===== config.mk =====
export PLATFORM = sky130hd
export DESIGN_NAME = amo_subsystem_top
export DESIGN_NICKNAME = d
export VERILOG_FILES = /design/src/verilog/amo_pkg.sv /design/src/verilog/amo_subsystem_top.sv /design/src/verilog/data_memory.sv /design/src/verilog/atomic_unit.sv /design/src/verilog/lr_sc_reservation.sv /design/src/verilog/amo_alu.sv
export SDC_FILE = /design/constraint.sdc
export NUM_CORES = 1
export LEC_CHECK = 0
export BUFFER_PORTS_ARGS = -buffer_cell sky130_fd_sc_hd__buf_2
export CORE_UTILIZATION = 60
export CTS_BUF_LIST = sky130_fd_sc_hd__clkbuf_4 sky130_fd_sc_hd__clkbuf_8 sky130_fd_sc_hd__clkbuf_16
export DETAILED_ROUTE_END_ITERATION = 10
export GPL_TIMING_DRIVEN = 0
export PLACE_DENSITY = 0.78
export SLEW_MARGIN = 20
export SYNTH_ARGS = -nofsm -noshare
export SYNTH_HDL_FRONTEND = slang
export SYNTH_SLANG_ARGS = --single-unit
export TNS_END_PERCENT = 50

===== constraint.sdc =====
create_clock -name clk_i -period 6.5 [get_ports clk_i]
set_clock_uncertainty 0.1 [all_clocks]
set_input_delay 1.3 -clock clk_i [delete_from_list [all_inputs] [get_ports clk_i]]
set_output_delay 1.3 -clock clk_i [all_outputs]
set_load 0.01 [all_outputs]

===== src/verilog/amo_pkg.sv =====
`default_nettype none

package amo_pkg;

    // ====================
    // widths
    // ====================
    parameter int XLEN = 32;

    // ====================
    // atomic operations
    // ====================
    // funct5 codes, bit 3 marks the unsigned min/max variants
    typedef enum logic [4:0] {
        AMO_ADD  = 5'b00000,
        AMO_SWAP = 5'b00001,
        AMO_LR   = 5'b00010,
        AMO_SC   = 5'b00011,
        AMO_XOR  = 5'b00100,
        AMO_OR   = 5'b01000,
        AMO_AND  = 5'b01100,
        AMO_MIN  = 5'b10000,
        AMO_MAX  = 5'b10100,
        AMO_MINU = 5'b11000,
        AMO_MAXU = 5'b11100
    } amo_op_e;

    // ====================
    // bus structs
    // ====================
    // core request, held until done
    typedef struct packed {
        logic            valid;
        logic [XLEN-1:0] addr;
        logic            we;
        logic [XLEN-1:0] wdata;
        logic            is_amo;
        amo_op_e         amo_op;
    } core_req_t;

    typedef struct packed {
        logic            valid;
        logic [XLEN-1:0] addr;
        logic            we;
        logic [XLEN-1:0] wdata;
    } mem_req_t;

    // completion, shared by memory and core side
    typedef struct packed {
        logic            done;
        logic [XLEN-1:0] rdata;
    } mem_rsp_t;

endpackage

`default_nettype wire

===== src/verilog/amo_subsystem_top.sv =====
`timescale 1ns/1ps
`default_nettype none

module amo_subsystem_top
    import amo_pkg::*;
#(
    parameter int MEM_WORDS   = 16,
    parameter int MEM_LATENCY = 2
) (
    input  logic      clk_i,
    input  logic      rst_i,
    input  core_req_t core_req_i,
    output mem_rsp_t  core_rsp_o
);

    // ====================
    // internal memory link
    // ====================
    mem_req_t mem_req;
    mem_rsp_t mem_rsp;

    atomic_unit i_atomic_unit (
        .clk_i      (clk_i),
        .rst_i      (rst_i),
        .core_req_i (core_req_i),
        .core_rsp_o (core_rsp_o),
        .mem_req_o  (mem_req),
        .mem_rsp_i  (mem_rsp)
    );

    // fixed latency word memory
    data_memory #(
        .MEM_WORDS   (MEM_WORDS),
        .MEM_LATENCY (MEM_LATENCY)
    ) i_data_memory (
        .clk_i (clk_i),
        .rst_i (rst_i),
        .req_i (mem_req),
        .rsp_o (mem_rsp)
    );

endmodule

`default_nettype wire


===== src/verilog/data_memory.sv =====
`timescale 1ns/1ps
`default_nettype none

module data_memory
    import amo_pkg::*;
#(
    parameter int MEM_WORDS   = 16,
    parameter int MEM_LATENCY = 2
) (
    input  logic     clk_i,
    input  logic     rst_i,
    input  mem_req_t req_i,
    output mem_rsp_t rsp_o
);

    localparam int IDX_W = (MEM_WORDS > 1) ? $clog2(MEM_WORDS) : 1;
    localparam int CNT_W = (MEM_LATENCY > 1) ? $clog2(MEM_LATENCY) : 1;

    logic [XLEN-1:0]  mem_q [MEM_WORDS];
    logic             busy_q;
    logic [CNT_W-1:0] cnt_q;
    logic [IDX_W-1:0] idx_q;
    logic             we_q;
    logic [XLEN-1:0]  wdata_q;
    logic [IDX_W-1:0] req_idx;
    logic             accept;
    logic             done;

    // word index wraps at the memory depth
    assign req_idx = IDX_W'((req_i.addr >> 2) % MEM_WORDS);

    assign accept = req_i.valid && !busy_q;
    assign done   = busy_q && (cnt_q == CNT_W'(MEM_LATENCY - 1));

    // ====================
    // latency counter
    // ====================
    always_ff @(posedge clk_i) begin
        if (rst_i) begin
            busy_q <= 1'b0;
            cnt_q  <= '0;
        end else if (accept) begin
            busy_q <= 1'b1;
            cnt_q  <= '0;
        end else if (done) begin
            busy_q <= 1'b0;
        end else if (busy_q) begin
            cnt_q <= cnt_q + 1'b1;
        end
    end

    // ====================
    // storage
    // ====================
    always_ff @(posedge clk_i) begin
        if (accept) begin
            idx_q   <= req_idx;
            we_q    <= req_i.we;
            wdata_q <= req_i.wdata;
        end
        if (done && we_q) begin
            mem_q[idx_q] <= wdata_q;
        end
    end

    assign rsp_o = '{done: done, rdata: mem_q[idx_q]};

    // requester keeps valid up to and including the done cycle
    a_done_with_valid: assert property (
        @(posedge clk_i) disable iff (rst_i) rsp_o.done |-> req_i.valid
    );

endmodule

`default_nettype wire


===== src/verilog/atomic_unit.sv =====
`timescale 1ns/1ps
`default_nettype none

module atomic_unit
    import amo_pkg::*;
(
    input  logic      clk_i,
    input  logic      rst_i,
    input  core_req_t core_req_i,
    output mem_rsp_t  core_rsp_o,
    output mem_req_t  mem_req_o,
    input  mem_rsp_t  mem_rsp_i
);

    typedef enum logic [1:0] {
        ST_BYPASS,
        ST_AMO_READ,
        ST_AMO_WRITE,
        ST_AMO_FINISH
    } state_e;

    state_e          state_q;
    state_e          state_d;
    logic            is_lr;
    logic            is_sc;
    logic            amo_start;
    logic            sc_ok;
    logic            sc_lost;
    logic            sc_fail_q;
    logic [XLEN-1:0] old_q;
    logic [XLEN-1:0] alu_result;
    logic            mem_write_done;

    assign is_lr     = (core_req_i.amo_op == AMO_LR);
    assign is_sc     = (core_req_i.amo_op == AMO_SC);
    assign amo_start = (state_q == ST_BYPASS) && core_req_i.valid && core_req_i.is_amo;
    assign sc_lost   = is_sc && !sc_ok;

    // ====================
    // FSM
    // ====================
    always_comb begin
        state_d = state_q;
        case (state_q)
            ST_BYPASS: begin
                if (amo_start) begin
                    state_d = sc_lost ? ST_AMO_FINISH : ST_AMO_READ;
                end
            end
            ST_AMO_READ: begin
                if (mem_rsp_i.done) begin
                    state_d = is_lr ? ST_AMO_FINISH : ST_AMO_WRITE;
                end
            end
            ST_AMO_WRITE: begin
                if (mem_rsp_i.done) begin
                    state_d = ST_AMO_FINISH;
                end
            end
            default: begin
                state_d = ST_BYPASS;
            end
        endcase
    end

    always_ff @(posedge clk_i) begin
        if (rst_i) begin
            state_q   <= ST_BYPASS;
            sc_fail_q <= 1'b0;
        end else begin
            state_q <= state_d;
            // sc outcome frozen here, the check itself clears the reservation
            if (amo_start) begin
                sc_fail_q <= sc_lost;
            end
        end
    end

    // old word from the read phase
    always_ff @(posedge clk_i) begin
        if (state_q == ST_AMO_READ && mem_rsp_i.done) begin
            old_q <= mem_rsp_i.rdata;
        end
    end

    // ====================
    // memory side
    // ====================
    always_comb begin
        mem_req_o = '{valid: 1'b0, addr: core_req_i.addr, we: 1'b0, wdata: alu_result};
        case (state_q)
            ST_BYPASS: begin
                if (!core_req_i.is_amo) begin
                    mem_req_o.valid = core_req_i.valid;
                    mem_req_o.we    = core_req_i.we;
                    mem_req_o.wdata = core_req_i.wdata;
                end else begin
                    // read goes out at acceptance, a lost sc skips memory
                    mem_req_o.valid = core_req_i.valid && !sc_lost;
                end
            end
            ST_AMO_READ: begin
                mem_req_o.valid = 1'b1;
            end
            ST_AMO_WRITE: begin
                // alu passes the sc data through unchanged
                mem_req_o.valid = 1'b1;
                mem_req_o.we    = 1'b1;
            end
            default: begin
                mem_req_o.valid = 1'b0;
            end
        endcase
    end

    // ====================
    // core side
    // ====================
    always_comb begin
        core_rsp_o = '{done: 1'b0, rdata: old_q};
        if (state_q == ST_BYPASS && !core_req_i.is_amo) begin
            core_rsp_o = mem_rsp_i;
        end else if (state_q == ST_AMO_FINISH) begin
            core_rsp_o.done = 1'b1;
            if (is_sc) begin
                core_rsp_o.rdata = XLEN'(sc_fail_q);
            end
        end
    end

    assign mem_write_done = mem_req_o.valid && mem_req_o.we && mem_rsp_i.done;

    amo_alu i_amo_alu (
        .op_i      (core_req_i.amo_op),
        .mem_val_i (old_q),
        .src_val_i (core_req_i.wdata),
        .result_o  (alu_result)
    );

    lr_sc_reservation i_reservation (
        .clk_i        (clk_i),
        .rst_i        (rst_i),
        .addr_i       (core_req_i.addr),
        .set_i        ((state_q == ST_AMO_FINISH) && is_lr),
        .sc_i         (amo_start && is_sc),
        .store_i      (mem_write_done),
        .store_addr_i (mem_req_o.addr),
        .sc_ok_o      (sc_ok)
    );

    a_core_done_pulse: assert property (
        @(posedge clk_i) disable iff (rst_i) core_rsp_o.done |=> !core_rsp_o.done
    );

    // core holds its request for the whole atomic sequence
    a_core_req_stable: assert property (
        @(posedge clk_i) disable iff (rst_i)
        (amo_start || state_q == ST_AMO_READ || state_q == ST_AMO_WRITE)
            |=> $stable(core_req_i)
    );

endmodule

`default_nettype wire


===== src/verilog/lr_sc_reservation.sv =====
`timescale 1ns/1ps
`default_nettype none

module lr_sc_reservation
    import amo_pkg::*;
(
    input  logic            clk_i,
    input  logic            rst_i,
    input  logic [XLEN-1:0] addr_i,
    input  logic            set_i,
    input  logic            sc_i,
    input  logic            store_i,
    input  logic [XLEN-1:0] store_addr_i,
    output logic            sc_ok_o
);

    logic            resv_valid_q;
    logic [XLEN-3:0] resv_addr_q;
    logic            store_hit;

    // word compare, byte offset ignored
    assign store_hit = store_i && resv_valid_q && (store_addr_i[XLEN-1:2] == resv_addr_q);
    assign sc_ok_o   = resv_valid_q && (addr_i[XLEN-1:2] == resv_addr_q);

    always_ff @(posedge clk_i) begin
        if (rst_i) begin
            resv_valid_q <= 1'b0;
        end else if (set_i) begin
            resv_valid_q <= 1'b1;
        end else if (sc_i || store_hit) begin
            resv_valid_q <= 1'b0;
        end
    end

    always_ff @(posedge clk_i) begin
        if (set_i) begin
            resv_addr_q <= addr_i[XLEN-1:2];
        end
    end

    // lr completes in the finish cycle, sc is checked at acceptance
    a_set_sc_exclusive: assert property (
        @(posedge clk_i) disable iff (rst_i) !(set_i && sc_i)
    );

endmodule

`default_nettype wire


===== src/verilog/amo_alu.sv =====
`timescale 1ns/1ps
`default_nettype none

module amo_alu
    import amo_pkg::*;
(
    input  amo_op_e         op_i,
    input  logic [XLEN-1:0] mem_val_i,
    input  logic [XLEN-1:0] src_val_i,
    output logic [XLEN-1:0] result_o
);

    logic [XLEN:0] mem_ext;
    logic [XLEN:0] src_ext;
    logic          mem_lt_src;

    // ====================
    // shared comparator
    // ====================
    // extra top bit carries the sign only for MIN/MAX,
    // zero for MINU/MAXU so the signed compare acts unsigned
    assign mem_ext = {~op_i[3] & mem_val_i[XLEN-1], mem_val_i};
    assign src_ext = {~op_i[3] & src_val_i[XLEN-1], src_val_i};

    assign mem_lt_src = $signed(mem_ext) < $signed(src_ext);

    // ====================
    // store-back value
    // ====================
    always_comb begin
        case (op_i)
            AMO_ADD: begin
                result_o = mem_val_i + src_val_i;
            end
            AMO_XOR: begin
                result_o = mem_val_i ^ src_val_i;
            end
            AMO_AND: begin
                result_o = mem_val_i & src_val_i;
            end
            AMO_OR: begin
                result_o = mem_val_i | src_val_i;
            end
            AMO_MIN, AMO_MINU: begin
                result_o = mem_lt_src ? mem_val_i : src_val_i;
            end
            AMO_MAX, AMO_MAXU: begin
                result_o = mem_lt_src ? src_val_i : mem_val_i;
            end
            // swap, sc and anything unknown store the core operand
            default: begin
                result_o = src_val_i;
            end
        endcase
    end

endmodule

`default_nettype wire


==> parameters.txt, run 1 <==
Parameter                              Value

Critical path
  Dominant delay contributor by cell family on the critical path    buffers and inverters
  Origin of the critical flop-to-flop path    i_atomic_unit.old_q[12]
  Cells traversed along the worst timing path    clkbuf_1 -> buf_1 -> mux4_2 -> mux4_2 -> nand2_1 -> o21ai_0 -> buf_2
  Req. time, crit path    5100 ps
  Crit. End Element    output port
  Biggest cell delay along the critical path    just under 800 ps
  Critical Path Fanout Max    10
  Type of the setup path with the least slack    reg2out
  Slowest stage cell on the critical path    buf_1
  Buf/Inv on CP    3
  Critical Path Most Common Cell    mux4_2
  Endpoint arrival time on the critical path    4290 ps
  CP startpoint kind    register

Logic synthesis
  Total standard cell area after synthesis    between 20,000 and 30,000 um2
  Distinct cell type count after synthesis    60
  Sequential cell area fraction in the yosys report    66.32%
  Number of nets in the synthesized netlist    1,864
  Most common cell in the synthesized netlist    edfxtp_1
  Post-synth top cells    611 x edfxtp_1, 160 x mux4_2, 100 x ha_1
  Mean instance size in the synthesized netlist    between 15 and 20 um2
  Number of synthesis warnings    0
  Synth Instances    1,689
  Count of flip-flops with a built-in enable after synthesis    611
  Flop and latch count out of synthesis    621
  Post-synthesis async set-or-reset flop share    0%
  Post-synthesis cell type with the largest combined area    edfxtp_1
  Area contributors post-synth    edfxtp_1 66%, mux4_2 13%, ha_1 4.5%, a21oi_1 1.8%, xnor2_1 1.3%
  Post-synth top area share    65.61%
  Predominant post-synthesis flop cell    edfxtp_1

Timing
  Max Freq    175.7 MHz
  Final hold viol count    0
  Tmin final    ~5700 ps
  Setup Viol. Count Final    0
  RSZ-0062 raised after global routing    no
  Max-slew headroom    a little over 20%
  Slew Viols, Final    0
  Share of the cycle needed by the critical path after routing    87.57%
  Actual transition at the worst max-transition pin    1190 ps

Global route
  Global-route track usage on met2    54.28%
  Maximum number of pins on one net before global-route repair    31
  Number of global-route vias before repair    17,130
  Gr busiest metal    met2
  Routing usage on met3    9.079%
  Global routing met1 resource utilization    between 40% and 50%
  Global-route wire length before repair    about 120,000 um
  GRT Total Usage    34.44%
  Residual overflow from global routing    0
  Antenna violations before repair    6

Floorplan
  Core Region    45,670 um2
  Number of primary I/O pins    107
  Vertical extent of the die    217.9 um
  Initial standard-cell utilization of the core    61.23%
  Die width    217.9 um
  Die ar.    47,480 um2
  Row count    between 70 and 80

CTS
  CTS Hold Buffers Added    0
  Clk Latency, worst-skew pair    640 ps
  TritonCTS clock tree    built
  H-tree level count    2
  Root Buffer    clkbuf_16
  Clock slew seen by the registers of the worst setup and hold paths    60 ps
  Deepest clock path buffer count    3
  Number of sinks on the clock net    between 600 and 700
  Clock buffer count from CTS    59
  Gates resized, CTS repair    0
  Number of setup buffers added after CTS    0

Power
  Power per Cell Area    384.6 nW/um2
  Peak VDD IR    254.8 uV
  PnR Total Power    12,290 uW
  Static Leak    0.01098 uW

Placed design
  Last weighted congestion value of the routability-driven placer    around 1
  # port buffers    about 100
  DPL Wire Length    53,530 um

Worst hold path
  Hold Crit Class    reg2reg
  Hold Crit Start    i_atomic_unit.state_q[1]

Status
  Result of the run    completed

Cells and area
  Fraction of final layout cells with drive strength greater than 1    23.18%
  Final layout net count    around 2,100
  Layout overhead on the synthesized area    14.30%
  Core utilization of the finished layout    approximately 70%

Flow run
  Count of maximum capacitance violations    0

Drt
  Number of nets with antenna violations after routing    0
  Detailed-router iteration count before antenna repair    6
  Total routed wirelength    79,920 um
  Number of violations reported at the end of detailed-routing iteration 0    2,157
  Vias/cell    6.803
  Number of design rule violations left after detail routing    0
  Total vias in the final route    17,340
  Detailed-route wire length per cell    31.36 um
==> worst paths after layout <==
path                            slack, ps                   endpoint  cells past startpoint
worst max register to register       1830  i_data_memory.wdata_q[13]                     13
worst max-delay path                  810              core_rsp_o[0]                      7
worst min-delay path                  390   i_atomic_unit.state_q[1]                      2
worst min register to register        390   i_atomic_unit.state_q[1]                      2
==> report_power, final <==
part | internal, uW | switching (uW)
clock | 1870 | 1460
combinational | 1490 | 1970
sequential | 5090 | 424
==> cells by family after synthesis <==
| family | count (synthesis) | synth area share (%) |
|---|---|---|
| AO/OA/AOI/OAI | 320 | 7.566 |
| adder cells (fa/ha/maj) | 101 | 4.546 |
| buffers and inverters | 175 | 2.407 |
| multiplexers | 174 | 13.41 |
| AND/OR/NAND/NOR | 242 | 3.995 |
| flip-flops | 621 | 66.32 |
| XOR/XNOR | 56 | 1.754 |
==> worst min-delay path: stages (launching register included) <==
cell and delay (ps):
dfxtp_1 330, nand2_1 60, a21oi_1 50
==> layer usage <==
metal,part of all wire (%),vias up
met1,36,8769
met4,3.1,6
met2,48,1226
met5,0.049,-
met3,13,176
li1,-,7165
==> sequential cells by signal, summed over array words and instances, names as in the netlist, 2 cells and up, named ones only <==
signal / count
i_data_memory.mem_q: 512
i_data_memory.idx_q: 4
i_atomic_unit.state_q: 2
i_data_memory.wdata_q: 32
i_atomic_unit.old_q: 32
i_atomic_unit.i_reservation.resv_addr_q: 30
==> final cells by class <==
type                            count  area, um2
Fill cell                        2891      13710
Clock buffer                       75       1614
Buffer                             89      365.4
Sequential cell                   621      18550
Antenna cell                        3      7.507
Timing Repair Buffer              148       1235
Tap cell                          600      750.7
Multi-Input combinational cell    893       8870
Inverter                           86      322.8
Clock inverter                     34      252.7
==> cells in the final DEF (no fill, tap or decap), drive strengths merged, types with 6 or more instances in the layout <==
| master | count |
|---|---|
| a221oi | 21 |
| o22ai | 6 |
| mux2i | 9 |
| nor2 | 77 |
| inv | 87 |
| nor4 | 14 |
| clkinv | 29 |
| a2bb2oi | 22 |
| clkbuf | 144 |
| nand2 | 63 |
| mux4 | 160 |
| a22o | 31 |
| a21oi | 99 |
| xor2 | 13 |
| nor3 | 18 |
| nand3 | 26 |
| o21bai | 10 |
| ha | 100 |
| a211oi | 6 |
| and3 | 6 |
| o21ai | 66 |
| buf | 168 |
| dfxtp | 10 |
| xnor2 | 43 |
| edfxtp | 611 |
| nand4 | 15 |
| a21o | 11 |
| o211ai | 10 |
| nand2b | 6 |
| o31ai | 6 |
==> metrics by stage <==
step / cells / area (um2) / TNS, ps / hold slack, ps / setup WS, ps
detailed placement: 2436 / 30070 / 0 / 388.6 / 1062
finish: 2549 / 31970 / 0 / 392.9 / 807.9
global placement: 2392 / 29230 / -90140 / 376.6 / -987.7
CTS: 2545 / 31940 / 0 / 394.7 / 712.0
floorplan: 1689 / 27970 / 0 / 356.0 / 1385
global route: 2547 / 31960 / 0 / 404.8 / 593.6
Power figures use the tool's default switching activity.
==> inputs of run 2 (changes only) <==
--- a/config.mk
+++ b/config.mk
@@ -14,5 +14,6 @@
 export SLEW_MARGIN = 20
 export SYNTH_ARGS = -nofsm -noshare
 export SYNTH_HDL_FRONTEND = slang
+export SYNTH_HIERARCHICAL = 1
 export SYNTH_SLANG_ARGS = --single-unit
 export TNS_END_PERCENT = 50
==> constraint.sdc (replaced) <==
create_clock -name clk_i -period 6.5 [get_ports clk_i]
set_clock_uncertainty 0.1 [all_clocks]
set_input_delay 0.325 -clock clk_i [delete_from_list [all_inputs] [get_ports clk_i]]
set_output_delay 0.325 -clock clk_i [all_outputs]
set_load 0.01 [all_outputs]
==> parameters.txt, run 2 <==
Parameter                              Value

Global route
  Maximum number of pins on one net before global-route repair    41 (+32%)
  Global-route wire length before repair    127,100 um (+11%)
  GRT Total Usage    36.14% (+1.7 points)
  Antenna violations before repair    1 (-5)
  Residual overflow from global routing    0 (unchanged)
  Number of global-route vias before repair    19,170 (+12%)

CTS
  TritonCTS clock tree    built
  Number of sinks on the clock net    621 (unchanged)
  Number of setup buffers added after CTS    0 (unchanged)
  Clk Latency, worst-skew pair    590 ps (-50 ps)
  H-tree level count    2 (unchanged)
  Deepest clock path buffer count    3 (unchanged)
  Root Buffer    clkbuf_16
  Clock buffer count from CTS    55 (-6.8%)
  Clock slew seen by the registers of the worst setup and hold paths    60 ps (about the same)

Cells and area
  Biggest register    i_data_memory/mem_q
  Flip-flop and latch area    18,550 um2 (unchanged)
  Post-route cell area    33,050 um2 (+3.4%)
  Leading cell type in the layout, fill and taps excluded    edfxtp_1
  Fraction of final layout cells with drive strength greater than 1    20.01% (-3.2 points)
  Multi-input gate area in the final layout    9588 um2 (+8.1%)
  Final layout net count    2,339 (+13%)
  Most used cells in the layout excluding fill and tap cells    611 x edfxtp_1, 169 x nand2_1, 128 x mux4_2
  Number of flip-flops in the largest register    512 (unchanged)
  Antenna diode count    0 (-3)
  Layout overhead on the synthesized area    14.38% (about the same)
  Filler cell count    3,079 (+6.5%)
  Top flop regs    i_data_memory/mem_q: 512 flops, i_atomic_unit/old_q: 32 flops, i_data_memory/wdata_q: 32 flops

Worst hold path
  Worst Hold Path Cells    3 (+1)
  Hold Crit Class    in2reg
  Hold Path End    i_data_memory/wdata_q[10]
  Hold Crit Start    core_req_i[16]

Timing
  Share of the cycle needed by the critical path after routing    71.59% (-16 points)
  Max Freq    214.9 MHz (+22%)
  Final hold viol count    0 (unchanged)
  Fin Setup TNS    0 ps (unchanged)
  Max-slew headroom    31.73% (+11 points)
  Worst hold margin    33.83 ps (-359.1 ps)
  Setup Viol. Count Final    0 (unchanged)
  Slew Viols, Final    0 (unchanged)
  Tmin final    4653 ps (-1039 ps)
  Actual transition at the worst max-transition pin    1018 ps (-171.5 ps)
  RSZ-0062 raised after global routing    no

Drt
  Number of nets with antenna violations after routing    0 (unchanged)
  Total routed wirelength    87,840 um (+9.9%)
  Number of violations reported at the end of detailed-routing iteration 0    2,521 (+17%)
  Number of design rule violations left after detail routing    0 (unchanged)
  Detailed-router iteration count before antenna repair    6 (unchanged)
  Vias/cell    6.843 (+0.59%)
  Total vias in the final route    19,330 (+11%)
  Detailed-route wire length per cell    31.10 um (-0.80%)

Flow run
  Count of maximum capacitance violations    0 (unchanged)

Floorplan
  Vertical extent of the die    221.5 um (+1.6%)
  Die width    221.5 um (+1.6%)
  Die ar.    49,040 um2 (+3.3%)
  Number of primary I/O pins    107 (unchanged)
  Initial standard-cell utilization of the core    60.65% (-0.58 points)
  Row count    80 (+2.6%)
  Core Region    47,650 um2 (+4.3%)

Logic synthesis
  Total standard cell area after synthesis    28,900 um2 (+3.3%)
  Number of nets in the synthesized netlist    2,109 (+13%)
  Number of synthesis warnings    6 (+6)
  Synth Instances    1,934 (+15%)
  Mean instance size in the synthesized netlist    14.94 um2 (-9.8%)

Status
  Result of the run    completed

Power
  Power per Cell Area    385.9 nW/um2 (+0.34%)
  Static Leak    0.01159 uW (+5.5%)
  Proportion of total power due to net switching    33.53% (+2.2 points)
  Share of power burned in registers    44.9% (about the same)
  Part of the power in the clock network    25.9% (-1.2 points)
  Peak VDD IR    351.2 uV (+38%)
  Combinational Power Share    29.2% (+1.1 points)
  Switching Power    4276 uW (+11%)
  Internal power    8479 uW (+0.39%)

Critical path
  CP startpoint kind    register
  Origin of the critical flop-to-flop path    i_atomic_unit/old_q[8]
  Critical Path Fanout Max    10 (unchanged)
  Type of the setup path with the least slack    reg2reg
  End of the worst register-to-register path    i_data_memory/wdata_q[28]
  Reg2reg setup slack    1850 ps (+20 ps)
  Req. time, crit path    6690 ps (+1590 ps)
  Worst Reg-to-Reg Cells    15 (+2)
  Crit. End Element    register
  Worst setup path startpoint    i_atomic_unit/old_q[8]
  Endpoint arrival time on the critical path    4840 ps (+550 ps)

Placed design
  DPL Wire Length    57,760 um (+7.9%)
  Last weighted congestion value of the routability-driven placer    0.9857 (-1.8%)
  # port buffers    104 (+0.97%)
  Area after detailed placement    30,900 um2 (+2.7%)
[run 2: routing by layer]
metal | up-vias | global-route usage, % | wire (um)
met4 | 0 | 16.69 | 4187
met2 | 1431 | 57.80 | 41620
met5 | - | 0 | 0
li1 | 7982 | - | -
met3 | 296 | 7.250 | 9856
met1 | 9617 | 48.30 | 32170
[run 2: worst max-delay path: stages, from the launching register on]
cell	delay, ps
edfxtp_1	460
inv_1	100
ha_1	280
buf_2	210
inv_1	60
a21oi_1	160
o31a_1	180
a31oi_1	170
o41a_1	520
o21ai_1	710
clkbuf_1	740
a21oi_1	140
o22ai_1	150
o21ai_0	120
nand2_1	70
nand2_1	180
[run 2: layout make-up]
type | instances | share of cell area [%]
plain buffers | 114 | 1.681
clock buffers | 68 | 4.497
clock inverters | 34 | 1.022
inverters | 87 | 0.9880
multi-input cells | 1112 | 29.01
flip-flops and latches | 621 | 56.12
well taps | 615 | 2.328
repair buffers | 173 | 4.361
[run 2: worst max-delay path by stage]
stage	end	slack, ps	cells past startpoint
after floorplan	register	2600	9
after global placement	i_data_memory/mem_q[0][18]	230	3
after detailed placement	i_data_memory/wdata_q[19]	1980	14
after CTS	i_data_memory/wdata_q[31]	1990	13
after global routing	i_data_memory/wdata_q[1]	1510	15
final	i_data_memory/wdata_q[28]	1850	15
[run 2: stage by stage]
stage | setup slack, ps | std cells | util (%) | power [uW]
finish | 1847 | 2824 | 69.37 | 12760
global route | 1515 | 2824 | 69.37 | 13110
CTS | 1989 | 2824 | 69.37 | 12640
detailed placement | 1984 | 2689 | 64.85 | 9323
global placement | 229.6 | 2653 | 63.36 | 9152
floorplan | 2600 | 1934 | - | 7806
[run 2: power groups by stage]
stage	registers (uW)	clock network (uW)	logic (uW)
global placement	5720	0	3430
finish	5730	3310	3720
detailed placement	5770	0	3560
CTS	5700	3310	3630
floorplan	5570	0	2230
global route	5760	3480	3870
[run 2: timing repair]
action / 4_1_cts / 5_1_grt
hold buffers: 33 / 0
resized for setup: 0 / 0
hold endpoints to repair: 41 / 0
